File: src/conv_consts.svh
`ifndef CONV_CONSTS_SVH
`define CONV_CONSTS_SVH

// Datapath widths
`define CONV_WIDTH       16
`define CONV_ACC_WIDTH   40

// Engine geometry
`define CONV_LANES       4
// 3x3 kernel over 2 input channels
`define CONV_TAPS        18
`define CONV_POSITIONS   4

// Requantization after bias
`define CONV_FRAC_SHIFT  8

// One word per position and lane
`define CONV_RESULTS     16

`endif

File: src/apb_regs_pkg.sv
`default_nettype none

package apb_regs_pkg;

	// Register map
	localparam logic [7:0] REG_CTRL        = 8'h00;
	localparam logic [7:0] REG_STATUS      = 8'h04;
	localparam logic [7:0] REG_RESULT_BASE = 8'h40;

	typedef struct packed {
		logic [15:0] reserved_hi;
		logic [7:0]  positions;
		logic [5:0]  reserved_lo;
		logic        done;
		logic        busy;
	} status_t;

endpackage

`default_nettype wire

File: src/conv_types_pkg.sv
`default_nettype none

`include "conv_consts.svh"

package conv_types_pkg;

	// Scalar datapath types
	typedef logic signed [`CONV_WIDTH-1:0]     pixel_t;
	typedef logic signed [`CONV_WIDTH-1:0]     weight_t;
	typedef logic signed [`CONV_ACC_WIDTH-1:0] acc_t;

	// Sequencer counters
	typedef logic [$clog2(`CONV_TAPS)-1:0]      tap_idx_t;
	typedef logic [$clog2(`CONV_POSITIONS)-1:0] pos_idx_t;

	// One entry per output lane
	typedef weight_t weight_vec_t [`CONV_LANES];
	typedef pixel_t  ofm_vec_t    [`CONV_LANES];

	typedef struct packed {
		logic first;
		logic last;
	} tap_flags_t;

endpackage

`default_nettype wire

File: src/apb_ctrl.sv
`default_nettype none

`include "conv_consts.svh"

module apb_ctrl (
	input  wire                           clk,
	input  wire                           arst_n,
	input  wire [7:0]                     paddr,
	input  wire                           psel,
	input  wire                           penable,
	input  wire                           pwrite,
	input  wire [31:0]                    pwdata,
	output logic [31:0]                   prdata,
	output logic                          pready,
	output logic                          pslverr,
	output logic                          start,
	input  wire                           busy,
	input  wire conv_types_pkg::ofm_vec_t ofm,
	input  wire                           ofm_valid,
	input  wire conv_types_pkg::pos_idx_t ofm_pos,
	input  wire                           layer_done
);

	import conv_types_pkg::*;
	import apb_regs_pkg::*;

	localparam int RES_AW = $clog2(`CONV_RESULTS);

	logic              access;
	logic              hit_ctrl;
	logic              hit_status;
	logic              hit_result;
	logic [RES_AW-1:0] res_idx;
	logic              done;
	logic [7:0]        pos_done;
	status_t           status;
	pixel_t            res_buf [`CONV_RESULTS];

	////////////////////////////////////////////////////////////////////////////
	// Address decode, no wait states
	////////////////////////////////////////////////////////////////////////////

	assign access     = psel && penable;
	assign hit_ctrl   = (paddr == REG_CTRL);
	assign hit_status = (paddr == REG_STATUS);
	assign hit_result = (paddr >= REG_RESULT_BASE) && (paddr[1:0] == 2'b00) &&
		(paddr < REG_RESULT_BASE + 8'(4 * `CONV_RESULTS));
	assign res_idx    = paddr[2 +: RES_AW];

	assign pready  = 1'b1;
	assign start   = access && pwrite && hit_ctrl && pwdata[0];
	// Status and results are read only
	assign pslverr = access && (!(hit_ctrl || hit_status || hit_result) ||
		(pwrite && (hit_status || hit_result)));

	always_comb begin
		status           = '0;
		status.busy      = busy;
		status.done      = done;
		status.positions = pos_done;
	end

	always_comb begin
		prdata = '0;
		if (psel && !pwrite) begin
			if (hit_status) begin
				prdata = status;
			end else if (hit_result) begin
				prdata = 32'(res_buf[res_idx]);
			end
		end
	end

	// A start while busy leaves the previous run's status alone
	always_ff @(posedge clk or negedge arst_n) begin
		if (!arst_n) begin
			done     <= 1'b0;
			pos_done <= '0;
		end else if (start && !busy) begin
			done     <= 1'b0;
			pos_done <= '0;
		end else begin
			if (layer_done) begin
				done <= 1'b1;
			end
			if (ofm_valid) begin
				pos_done <= pos_done + 1'b1;
			end
		end
	end

	// Result word k = position * lanes + lane
	always_ff @(posedge clk) begin
		if (ofm_valid) begin
			for (int l = 0; l < `CONV_LANES; l++) begin
				res_buf[int'(ofm_pos) * `CONV_LANES + l] <= ofm[l];
			end
		end
	end

endmodule

`default_nettype wire

File: src/conv_engine.sv
`default_nettype none

`include "conv_consts.svh"

module conv_engine (
	input  wire                         clk,
	input  wire                         arst_n,
	input  wire                         start,
	input  wire                         pix_valid,
	input  wire conv_types_pkg::pixel_t pix,
	output logic                        pix_ready,
	output logic                        busy,
	output conv_types_pkg::ofm_vec_t    ofm,
	output logic                        ofm_valid,
	output conv_types_pkg::pos_idx_t    ofm_pos,
	output logic                        layer_done
);

	import conv_types_pkg::*;

	localparam int MAX_OUT = 2 ** (`CONV_WIDTH - 1) - 1;

	typedef struct packed {
		logic valid;
		logic first;
	} tap_ctl_t;

	typedef struct packed {
		logic     last;
		pos_idx_t pos;
	} end_ctl_t;

	logic        accept;
	tap_idx_t    tap;
	tap_flags_t  flags;
	pos_idx_t    pos;
	weight_vec_t weights;
	acc_t        biases [`CONV_LANES];
	pixel_t      pix_d1;
	tap_ctl_t    ctl_in;
	tap_ctl_t    ctl_d1;
	end_ctl_t    end_in;
	end_ctl_t    end_d2;
	acc_t        acc    [`CONV_LANES];
	acc_t        biased [`CONV_LANES];
	acc_t        scaled [`CONV_LANES];
	pixel_t      ofm_next [`CONV_LANES];

	assign accept    = pix_valid && busy;
	assign pix_ready = busy;

	tap_sequencer i_seq (
		.clk    (clk),
		.arst_n (arst_n),
		.start  (start),
		.accept (accept),
		.busy   (busy),
		.tap    (tap),
		.flags  (flags),
		.pos    (pos)
	);

	weight_rom i_rom (
		.clk     (clk),
		.arst_n  (arst_n),
		.tap     (tap),
		.weights (weights),
		.biases  (biases)
	);

	////////////////////////////////////////////////////////////////////////////
	// Alignment with the registered weight lookup
	////////////////////////////////////////////////////////////////////////////

	assign ctl_in.valid = accept;
	assign ctl_in.first = flags.first;
	assign end_in.last  = accept && flags.last;
	assign end_in.pos   = pos;

	pipe_delay #(.T(pixel_t), .DEPTH(1)) i_pix_dly (
		.clk    (clk),
		.arst_n (arst_n),
		.d      (pix),
		.q      (pix_d1)
	);

	pipe_delay #(.T(tap_ctl_t), .DEPTH(1)) i_ctl_dly (
		.clk    (clk),
		.arst_n (arst_n),
		.d      (ctl_in),
		.q      (ctl_d1)
	);

	// Full sum is visible one cycle after the last MAC update
	pipe_delay #(.T(end_ctl_t), .DEPTH(2)) i_end_dly (
		.clk    (clk),
		.arst_n (arst_n),
		.d      (end_in),
		.q      (end_d2)
	);

	for (genvar l = 0; l < `CONV_LANES; l++) begin : g_lane
		mac_lane i_mac (
			.clk    (clk),
			.arst_n (arst_n),
			.en     (ctl_d1.valid),
			.load   (ctl_d1.first),
			.pix    (pix_d1),
			.weight (weights[l]),
			.acc    (acc[l])
		);
	end

	////////////////////////////////////////////////////////////////////////////
	// Bias, ReLU and requantization
	////////////////////////////////////////////////////////////////////////////

	always_comb begin
		for (int l = 0; l < `CONV_LANES; l++) begin
			biased[l] = acc[l] + biases[l];
			scaled[l] = biased[l] >>> `CONV_FRAC_SHIFT;
			if (biased[l] < 0) begin
				ofm_next[l] = '0;
			end else if (scaled[l] > acc_t'(MAX_OUT)) begin
				ofm_next[l] = pixel_t'(MAX_OUT);
			end else begin
				ofm_next[l] = pixel_t'(scaled[l]);
			end
		end
	end

	always_ff @(posedge clk or negedge arst_n) begin
		if (!arst_n) begin
			ofm_valid  <= 1'b0;
			ofm_pos    <= '0;
			layer_done <= 1'b0;
		end else begin
			ofm_valid  <= end_d2.last;
			layer_done <= end_d2.last && (end_d2.pos == pos_idx_t'(`CONV_POSITIONS - 1));
			if (end_d2.last) begin
				ofm_pos <= end_d2.pos;
			end
		end
	end

	always_ff @(posedge clk) begin
		if (end_d2.last) begin
			ofm <= ofm_next;
		end
	end

endmodule

`default_nettype wire

File: src/conv_top.sv
`default_nettype none

module conv_top (
	input  wire                         clk,
	input  wire                         arst_n,
	input  wire [7:0]                   paddr,
	input  wire                         psel,
	input  wire                         penable,
	input  wire                         pwrite,
	input  wire [31:0]                  pwdata,
	output logic [31:0]                 prdata,
	output logic                        pready,
	output logic                        pslverr,
	input  wire                         pix_valid,
	input  wire conv_types_pkg::pixel_t pix,
	output logic                        pix_ready
);

	import conv_types_pkg::*;

	logic     start;
	logic     busy;
	ofm_vec_t ofm;
	logic     ofm_valid;
	pos_idx_t ofm_pos;
	logic     layer_done;

	// Control and readout
	apb_ctrl i_apb (
		.clk        (clk),
		.arst_n     (arst_n),
		.paddr      (paddr),
		.psel       (psel),
		.penable    (penable),
		.pwrite     (pwrite),
		.pwdata     (pwdata),
		.prdata     (prdata),
		.pready     (pready),
		.pslverr    (pslverr),
		.start      (start),
		.busy       (busy),
		.ofm        (ofm),
		.ofm_valid  (ofm_valid),
		.ofm_pos    (ofm_pos),
		.layer_done (layer_done)
	);

	conv_engine i_engine (
		.clk        (clk),
		.arst_n     (arst_n),
		.start      (start),
		.pix_valid  (pix_valid),
		.pix        (pix),
		.pix_ready  (pix_ready),
		.busy       (busy),
		.ofm        (ofm),
		.ofm_valid  (ofm_valid),
		.ofm_pos    (ofm_pos),
		.layer_done (layer_done)
	);

endmodule

`default_nettype wire

File: src/mac_lane.sv
`default_nettype none

module mac_lane (
	input  wire                           clk,
	input  wire                           arst_n,
	input  wire                           en,
	input  wire                           load,
	input  wire conv_types_pkg::pixel_t   pix,
	input  wire conv_types_pkg::weight_t  weight,
	output conv_types_pkg::acc_t          acc
);

	import conv_types_pkg::*;

	logic signed [$bits(pixel_t)+$bits(weight_t)-1:0] prod_full;
	acc_t product;

	assign prod_full = pix * weight;
	assign product   = acc_t'(prod_full);

	// First tap of a window restarts the sum
	always_ff @(posedge clk or negedge arst_n) begin
		if (!arst_n) begin
			acc <= '0;
		end else if (en) begin
			acc <= load ? product : acc + product;
		end
	end

endmodule

`default_nettype wire

File: src/pipe_delay.sv
`default_nettype none

module pipe_delay #(
	parameter type T     = logic,
	parameter int  DEPTH = 1
) (
	input  wire   clk,
	input  wire   arst_n,
	input  wire T d,
	output T      q
);

	T stage [DEPTH];

	always_ff @(posedge clk or negedge arst_n) begin
		if (!arst_n) begin
			for (int i = 0; i < DEPTH; i++) begin
				stage[i] <= '0;
			end
		end else begin
			stage[0] <= d;
			for (int i = 1; i < DEPTH; i++) begin
				stage[i] <= stage[i-1];
			end
		end
	end

	assign q = stage[DEPTH-1];

endmodule

`default_nettype wire

File: src/tap_sequencer.sv
`default_nettype none

`include "conv_consts.svh"

module tap_sequencer (
	input  wire                       clk,
	input  wire                       arst_n,
	input  wire                       start,
	input  wire                       accept,
	output logic                      busy,
	output conv_types_pkg::tap_idx_t  tap,
	output conv_types_pkg::tap_flags_t flags,
	output conv_types_pkg::pos_idx_t  pos
);

	import conv_types_pkg::*;

	localparam tap_idx_t LAST_TAP = tap_idx_t'(`CONV_TAPS - 1);
	localparam pos_idx_t LAST_POS = pos_idx_t'(`CONV_POSITIONS - 1);

	always_ff @(posedge clk or negedge arst_n) begin
		if (!arst_n) begin
			busy <= 1'b0;
			tap  <= '0;
			pos  <= '0;
		end else if (start && !busy) begin
			busy <= 1'b1;
			tap  <= '0;
			pos  <= '0;
		end else if (accept) begin
			if (tap == LAST_TAP) begin
				tap <= '0;
				// Window complete, move to the next output position
				if (pos == LAST_POS) begin
					pos  <= '0;
					busy <= 1'b0;
				end else begin
					pos <= pos + 1'b1;
				end
			end else begin
				tap <= tap + 1'b1;
			end
		end
	end

	always_comb begin
		flags.first = (tap == '0);
		flags.last  = (tap == LAST_TAP);
	end

endmodule

`default_nettype wire

File: src/weight_rom.sv
`default_nettype none

`include "conv_consts.svh"

module weight_rom (
	input  wire                           clk,
	input  wire                           arst_n,
	input  wire conv_types_pkg::tap_idx_t tap,
	output conv_types_pkg::weight_vec_t   weights,
	output conv_types_pkg::acc_t          biases [`CONV_LANES]
);

	import conv_types_pkg::*;

	weight_t wt_table [`CONV_LANES][`CONV_TAPS];

	// Fixed weight rule, small signed steps of 64
	function automatic weight_t rule_weight(input int lane, input int tap_n);
		int raw;
		raw = (lane * 7 + tap_n * 3) % 17 - 8;
		return weight_t'(raw * 64);
	endfunction

	always_comb begin
		for (int l = 0; l < `CONV_LANES; l++) begin
			for (int t = 0; t < `CONV_TAPS; t++) begin
				wt_table[l][t] = rule_weight(l, t);
			end
		end
	end

	// One tap for all lanes per cycle
	always_ff @(posedge clk or negedge arst_n) begin
		if (!arst_n) begin
			for (int l = 0; l < `CONV_LANES; l++) begin
				weights[l] <= '0;
			end
		end else begin
			for (int l = 0; l < `CONV_LANES; l++) begin
				weights[l] <= (tap < `CONV_TAPS) ? wt_table[l][tap] : '0;
			end
		end
	end

	always_comb begin
		for (int l = 0; l < `CONV_LANES; l++) begin
			biases[l] = acc_t'(l * 4096 - 6000);
		end
	end

endmodule

`default_nettype wire
File: config.mk
export PLATFORM = sky130hd
export DESIGN_NAME = conv_top
export DESIGN_NICKNAME = d
export VERILOG_FILES = /design/src/apb_regs_pkg.sv /design/src/conv_types_pkg.sv /design/src/apb_ctrl.sv /design/src/conv_engine.sv /design/src/conv_top.sv /design/src/mac_lane.sv /design/src/pipe_delay.sv /design/src/tap_sequencer.sv /design/src/weight_rom.sv
export VERILOG_INCLUDE_DIRS = /design/src
export SDC_FILE = /design/constraint.sdc
export NUM_CORES = 2
export LEC_CHECK = 0
export BUFFER_PORTS_ARGS = -buffer_cell sky130_fd_sc_hd__buf_2
export CAP_MARGIN = 20
export CORE_MARGIN = 10
export CORE_UTILIZATION = 59
export DETAILED_ROUTE_END_ITERATION = 8
export GPL_TIMING_DRIVEN = 0
export HOLD_SLACK_MARGIN = 0.08
export MAX_ROUTING_LAYER = met4
export PLACE_DENSITY = 0.82
export SKIP_LAST_GASP = 1
export SYNTH_ARGS = -nofsm -noshare
export SYNTH_HDL_FRONTEND = slang
export SYNTH_SLANG_ARGS = --single-unit
export TNS_END_PERCENT = 50
File: constraint.sdc
create_clock -name clk -period 8.4 [get_ports clk]
set_input_delay 1.68 -clock clk [delete_from_list [all_inputs] [get_ports clk]]
set_output_delay 1.68 -clock clk [all_outputs]
set_load 0.1 [all_outputs]
# After elaboration in Yosys (flattened, before gate mapping)
# Memories as Yosys holds them, arrays and structs flattened.
# Cells that the tools add are included.
# totals
ff_bits,333
ramBits,256
romBits,2048
in_bits,62
out_inout_bits,35
word_cells,145
n_memories,5
# mem_list
name,words,word_bits,read_ports,rd_ports_with_merged_regs,write_ports,line_no,rtl
(no name shown),32,16,1,0,0,weight_rom.sv:40,weights[l] <= (tap < `CONV_TAPS) ? wt_table[l][tap] : '0;
(no name shown),32,16,1,0,0,weight_rom.sv:40,
(no name shown),32,16,1,0,0,weight_rom.sv:40,
(no name shown),32,16,1,0,0,weight_rom.sv:40,
i_apb.res_buf,16,16,1,0,4,apb_ctrl.sv:37,pixel_t res_buf [`CONV_RESULTS];
# classes
n_addsub,14
n_mul,4
magnitude_cmp,12
eq_ne,4
n_mux,40
bitwise_logic,1
reduce_logical,34
# op_table
operator,count
$mux W16,12
$add A40 B32 Y40,4
$lt A40 B1 Y1 const B,4
$mux W40,4
$gt A32 B16 Y1 const B,4
$mul A16 B16 Y32,4
$mux W32,3
$add A40 B14 Y40 const B,2
$mux W15,4
$add A40 B12 Y40 const B,1
$add A40 B13 Y40 const B,1
$mux W8,2
$mux W5,3
$logic_and A1 B1 Y1,13
$reduce_bool A2 Y1,5
$add A4 B2 Y4 const B,2
$add A8 B1 Y8 const B,1
$eq A8 B3 Y1 const B,1
$ge A8 B7 Y1 const B,1
$logic_not A8 Y1,1
$lt A8 B8 Y1 const B,1
$mux W1,8
$mux W2,4
$reduce_or A2 Y1,4
14 further kinds,20

# Depth between registers and ports, before layout
# logic_depth
word_depth,7
ltp_mapped,34
depth_no_buf,32

# By module
# A second synthesis with hierarchy kept.
# unflattened
cells_unflattened,8488
area_unflattened_um2,79875.4
# modules_own_cells
mod,n_inst,cells_per_inst,area_each_um2,seq_area_each_um2
mac_lane at i_engine.g_lane[0].i_mac,1,1584,13863.3,1001.0
mac_lane at i_engine.g_lane[3].i_mac,1,1556,13761.9,1001.0
mac_lane at i_engine.g_lane[2].i_mac,1,1553,13644.3,1001.0
mac_lane at i_engine.g_lane[1].i_mac,1,1550,13563.0,1001.0
conv_engine,1,1297,10649.0,2021.9
apb_ctrl,1,532,10565.1,7912.6
weight_rom,1,343,2748.9,500.5
tap_sequencer,1,46,456.7,200.2
pipe_delay at i_engine.i_pix_dly,1,16,400.4,400.4
pipe_delay at i_engine.i_end_dly,1,9,172.7,150.1
pipe_delay at i_engine.i_ctl_dly,1,2,50.0,50.0

# Worst setup path before layout
# OpenSTA, ideal clock, no wires.
# synth_path
path_type,register to register
startpoint,"reg i_engine.i_pix_dly.stage, in the netlist i_engine.i_pix_dly.q[5]"
endpoint,reg i_engine.g_lane[1].i_mac.acc[36]
setup_time_ns,0.121
arrival_ns,8.130
required_ns,8.279
path_slack_ns,0.148
stages_incl_launch_ff,32
n_path_buf,3
synth_period_minus_slack_ns,8.252
cell_sequence,dfrtp_1 -> clkbuf_1 -> clkbuf_1 -> clkbuf_1 -> nand2_1 -> fa_1 -> fa_1 -> fa_1 -> inv_1 -> fa_1 -> fa_1 -> fa_1 -> ha_1 -> and3_1 -> a221oi_1 -> nor3_1 -> a31o_2 -> or2_2 -> a21o_1 -> a31oi_1 -> xnor2_1 -> ha_1 -> a21o_1 -> a21o_1 -> a21o_1 -> a211o_1 -> a221o_1 -> a31o_2 -> a21oi_1 -> xnor2_1 -> nor2b_1 -> o22a_1
# synth_via
elab_chain_len,3
# synth_rtl
element,line_no,rtl
start: declaration,pipe_delay.sv:13,T stage [DEPTH];
start signal: indexed assignment,pipe_delay.sv:23,stage[i] <= stage[i-1];
$mul A16 B16 Y32 (*),mac_lane.sv:18,assign prod_full = pix * weight;
$add A40 B32 Y40,mac_lane.sv:26,acc <= load ? product : acc + product;
$mux W40 (*),mac_lane.sv:26,
end signal: assignment,mac_lane.sv:26,
end: declaration,mac_lane.sv:10,output conv_types_pkg::acc_t acc
# Mark *: on every way between the ends. The rest lies on a longest branch, timed or not.
# A chain may end at the register's enable or synchronous reset.

# Worst setup path in the final report
# layout_path
startpoint,"reg i_engine.i_pix_dly.stage, in the netlist i_engine.i_pix_dly.q[10]"
endpoint,reg i_engine.g_lane[3].i_mac.acc[39]
# layout_via
elab_chain_len,3
# layout_rtl
element,line_no
$mul A16 B16 Y32 (*),mac_lane.sv:18
$add A40 B32 Y40,mac_lane.sv:26
$mux W40 (*),mac_lane.sv:26
end signal: assignment,mac_lane.sv:26
end: declaration,mac_lane.sv:10
# Marks and branches as above.

==> flow_summary.json <==
{
  "status": "finished, violations left",
  "failed_checks": "setup timing",
  "ys.flop_type": "edfxtp_1",
  "vias": 39280,
  "worstPathRequired_ns": 8.95,
  "pre_cts_ws_ns": -1.938,
  "drc": 0,
  "netlist_instances": 4757,
  "fp.dieW_um": 310.8,
  "synth_area_sq_um": 49900,
  "final_common_cell": "fa_1",
  "synth_cell_types": 92,
  "synth_xor_area_frac": 0.05015,
  "start_util": 0.5962,
  "seq_area_sq_um": 14680,
  "syn_avg_cell_area_sq_um": 10.49,
  "syn_to_final_growth_pct": 12.94,
  "min_path_cells": 0,
  "crit_family": "adder cells",
  "multi_input_area_sq_um": 33970,
  "row_count": 106,
  "min-delay-start": "i_engine.i_end_dly.stage[4]$_DFF_PN0_",
  "hold_end": "i_engine.i_end_dly.q[1]$_DFF_PN0_",
  "synth_adder_area_share": 0.3215,
  "vias_per_cell": 6.375,
  "async_flop_share": 0.3858,
  "fmax_mhz": 118.0,
  "critPathMaxFanout": 10,
  "drtAntennaViolNets": 0,
  "worst-path-buf-inv": 2,
  "slew_viol_final": 0,
  "worstMarginPinSlew_ns": 1.251,
  "startpoint_type": "register",
  "worstPathArrival_ns": 9.03,
  "yosys-mux-area-fraction": 0.04421,
  "synth_edf_count": 320,
  "clkSinkCount": 521,
  "r2r_start": "i_engine.i_pix_dly.q[10]$_DFF_PN0_",
  "yosys.area_share.simple": 0.1165,
  "hpwl_um": 109800,
  "ios": 97,
  "wl_per_cell_um": 24.74,
  "ys_warn_count": 0,
  "antenna_found_initial": 2,
  "first_iter_violations": 4540,
  "slew_headroom": 0.1659,
  "dp_cells": 5972,
  "wirelength_um": 152500,
  "final_net_count": 6031,
  "rsz0062_at_grt": "true",
  "ys_ff_latch": 521,
  "tritoncts": "built",
  "grt_max_degree": 85,
  "path_class": "reg2reg",
  "final_cell_mix": "fa_1 (482), inv_1 (480), ha_1 (467), nand2_1 (370), a21oi_1 (366)",
  "grt_pass1_vias": 38640,
  "synth_top_family_by_area": "adder cells",
  "maxCapViolCount": 0,
  "reg2reg_to": "i_engine.g_lane[3].i_mac.acc[39]$_DFFE_PN0P_",
  "fin_crit_sh": 1.009,
  "htreeDepth": 2,
  "skew_ns": 0.03980,
  "hold_path_class": "reg2reg",
  "clk_pin_slew_ns": 0.06,
  "worst-r2r-setup-slack_ns": -0.08,
  "grt-ovfl-total": 0,
  "crit_path_end_kind": "register",
  "critPathSlowestCell": "fa_1",
  "dr.pass1.iters": 9,
  "dieArea_sq_um": 96600,
  "fin_crit_ns": 8.478,
  "routabilityCongestion": 0.9844,
  "grt_pass1_wl_um": 226000,
  "clockBufferDepth": 3,
  "worst_slack_ns": -0.07805,
  "critPathMaxStageDelay_ns": 0.54,
  "drive_gt1_frac": 0.1407,
  "ff2ff_path_depth": 28,
  "report.final.hold_viol_count": 0,
  "ys_seq_area_frac": 0.2934,
  "fp.dieH_um": 310.8,
  "core_sq_um": 83690,
  "n_fill_cell": 5765,
  "final-setup-viol-count": 1,
  "synth_compound_area_frac": 0.1212,
  "io_buffers": 60,
  "grt_usage": 0.3076,
  "final_cells": 6161,
  "clk_latency_ns": 0.67,
  "numCtsBuffers": 55,
  "crit_top_cell": "fa_1",
  "clock-root-buffer": "clkbuf_16",
  "hold_buffers": 0
}
synth_stat cells, types with 19 or more instances:
cell type | instances | area (sq um)
a21oi_1 | 385 | 1927
a31oi_1 | 38 | 237.7
nor2b_1 | 81 | 506.7
o21ai_0 | 147 | 735.7
nor2_1 | 299 | 1122
buf_1 | 23 | 86.33
xor2_1 | 102 | 893.4
nand2b_1 | 40 | 250.2
nand2_1 | 393 | 1475
ha_1 | 494 | 6181
clkbuf_1 | 148 | 555.5
nand3_1 | 47 | 235.2
a211oi_1 | 29 | 217.7
mux4_2 | 81 | 1824
nor4_1 | 19 | 118.9
buf_4 | 19 | 142.6
o21bai_1 | 30 | 225.2
inv_1 | 485 | 1821
o21a_1 | 52 | 390.4
fa_1 | 492 | 9849
nand4_1 | 29 | 181.4
mux2i_1 | 28 | 280.3
a21o_1 | 111 | 833.3
nor3_1 | 42 | 210.2
and3_1 | 25 | 156.4
edfxtp_1 | 320 | 9609
xnor2_1 | 180 | 1577
o211ai_1 | 22 | 165.2
and2_1 | 164 | 1026
dfrtp_1 | 201 | 5030
registers in the layout (all words and copies together), names as in the netlist:
name and count:
i_apb.res_buf 256, i_engine.g_lane.i_mac.acc 136, i_engine.ofm 64, i_engine.i_rom.weights 20, i_engine.i_pix_dly.q 16, i_apb.pos_done 8
i_engine.i_seq.tap 5, i_engine.i_end_dly.q 3, i_engine.i_end_dly.stage 3, i_engine.i_ctl_dly.q 2, i_engine.i_seq.pos 2, i_engine.ofm_pos 2
i_apb.done 1, i_engine.i_seq.busy 1, i_engine.layer_done 1, i_engine.ofm_valid 1
cell families after synthesis:
| family | count (synthesis) |
|---|---|
| AND/OR/NAND/NOR | 1202 |
| adder cells (fa/ha/maj) | 987 |
| AO/OA/AOI/OAI | 964 |
| buffers and inverters | 679 |
| flip-flops | 521 |
| XOR/XNOR | 284 |
| multiplexers | 118 |
| other | 2 |
worst reg2reg max path: cells and delay by family, from the launching register on:
kind,cells,cell delay (ns)
simple gates,6,1.38
buf+inv,2,0.38
fa+ha+maj,8,3.55
flops,1,0.49
xor+xnor,1,0.15
compound gates,11,2.42
stage by stage:
stage                     hold slack, ns  area, sq um    util  setup TNS (ns)
after global placement            0.3339        51630  0.6169          -82.69
after CTS                         0.3759        54710  0.6537         -0.3164
after detailed placement          0.3371        51960  0.6208          -66.99
after floorplan                   0.3312        49910       -               0
after global routing              0.3735        56350  0.6733         -0.9892
final                             0.3672        56350  0.6734        -0.07805
worst max-delay path by stage:
| stage | to | cells past startpoint | startpoint |
|---|---|---|---|
| 2_1_floorplan | i_engine.g_lane[1].i_mac.acc[36]$_DFFE_PN0P_ | 31 | i_engine.i_pix_dly.q[5]$_DFF_PN0_ |
| 3_3_place_gp | i_engine.g_lane[0].i_mac.acc[39]$_DFFE_PN0P_ | 31 | i_engine.i_pix_dly.q[5]$_DFF_PN0_ |
| 3_5_place_dp | i_engine.g_lane[3].i_mac.acc[39]$_DFFE_PN0P_ | 30 | i_engine.i_pix_dly.q[5]$_DFF_PN0_ |
| 4_1_cts | i_engine.g_lane[3].i_mac.acc[39]$_DFFE_PN0P_ | 30 | i_engine.i_rom.weights[14]$_DFF_PN0_ |
| 5_1_grt | i_engine.g_lane[0].i_mac.acc[39]$_DFFE_PN0P_ | 30 | i_engine.i_pix_dly.q[5]$_DFF_PN0_ |
| 6_report | i_engine.g_lane[3].i_mac.acc[39]$_DFFE_PN0P_ | 28 | i_engine.i_pix_dly.q[10]$_DFF_PN0_ |
routing by layer:
layer	routed length, um	share of wire	vias up	track usage
met4	11200	0.073	0	0.1717
li1	-	-	16840	-
met2	69760	0.46	2526	0.4699
met5	0	0	-	-
met3	16280	0.11	580	0.05997
met1	55210	0.36	19340	0.3834
what timing repair did:
action                                 in CTS  in global routing
pin swaps                                  21                 59
gates resized for setup                   214                292
setup buffers                              26                 58
cloned                                      0                  4
endpoints found under the hold margin       0                  0
setup endpoints to repair                  79                 46
final cells by class:
cell class,count,area share
Antenna cell,2,0.00008881
Tap cell,1134,0.02518
Sequential cell,521,0.2605
Inverter,485,0.03231
Clock inverter,25,0.006017
Timing Repair Buffer,173,0.02551
Multi-Input combinational cell,3560,0.6029
Buffer,187,0.02074
Clock buffer,74,0.02678
Power is not shown: default switching activity piles up to over one toggle a cycle in this logic, so the estimate is an artifact.
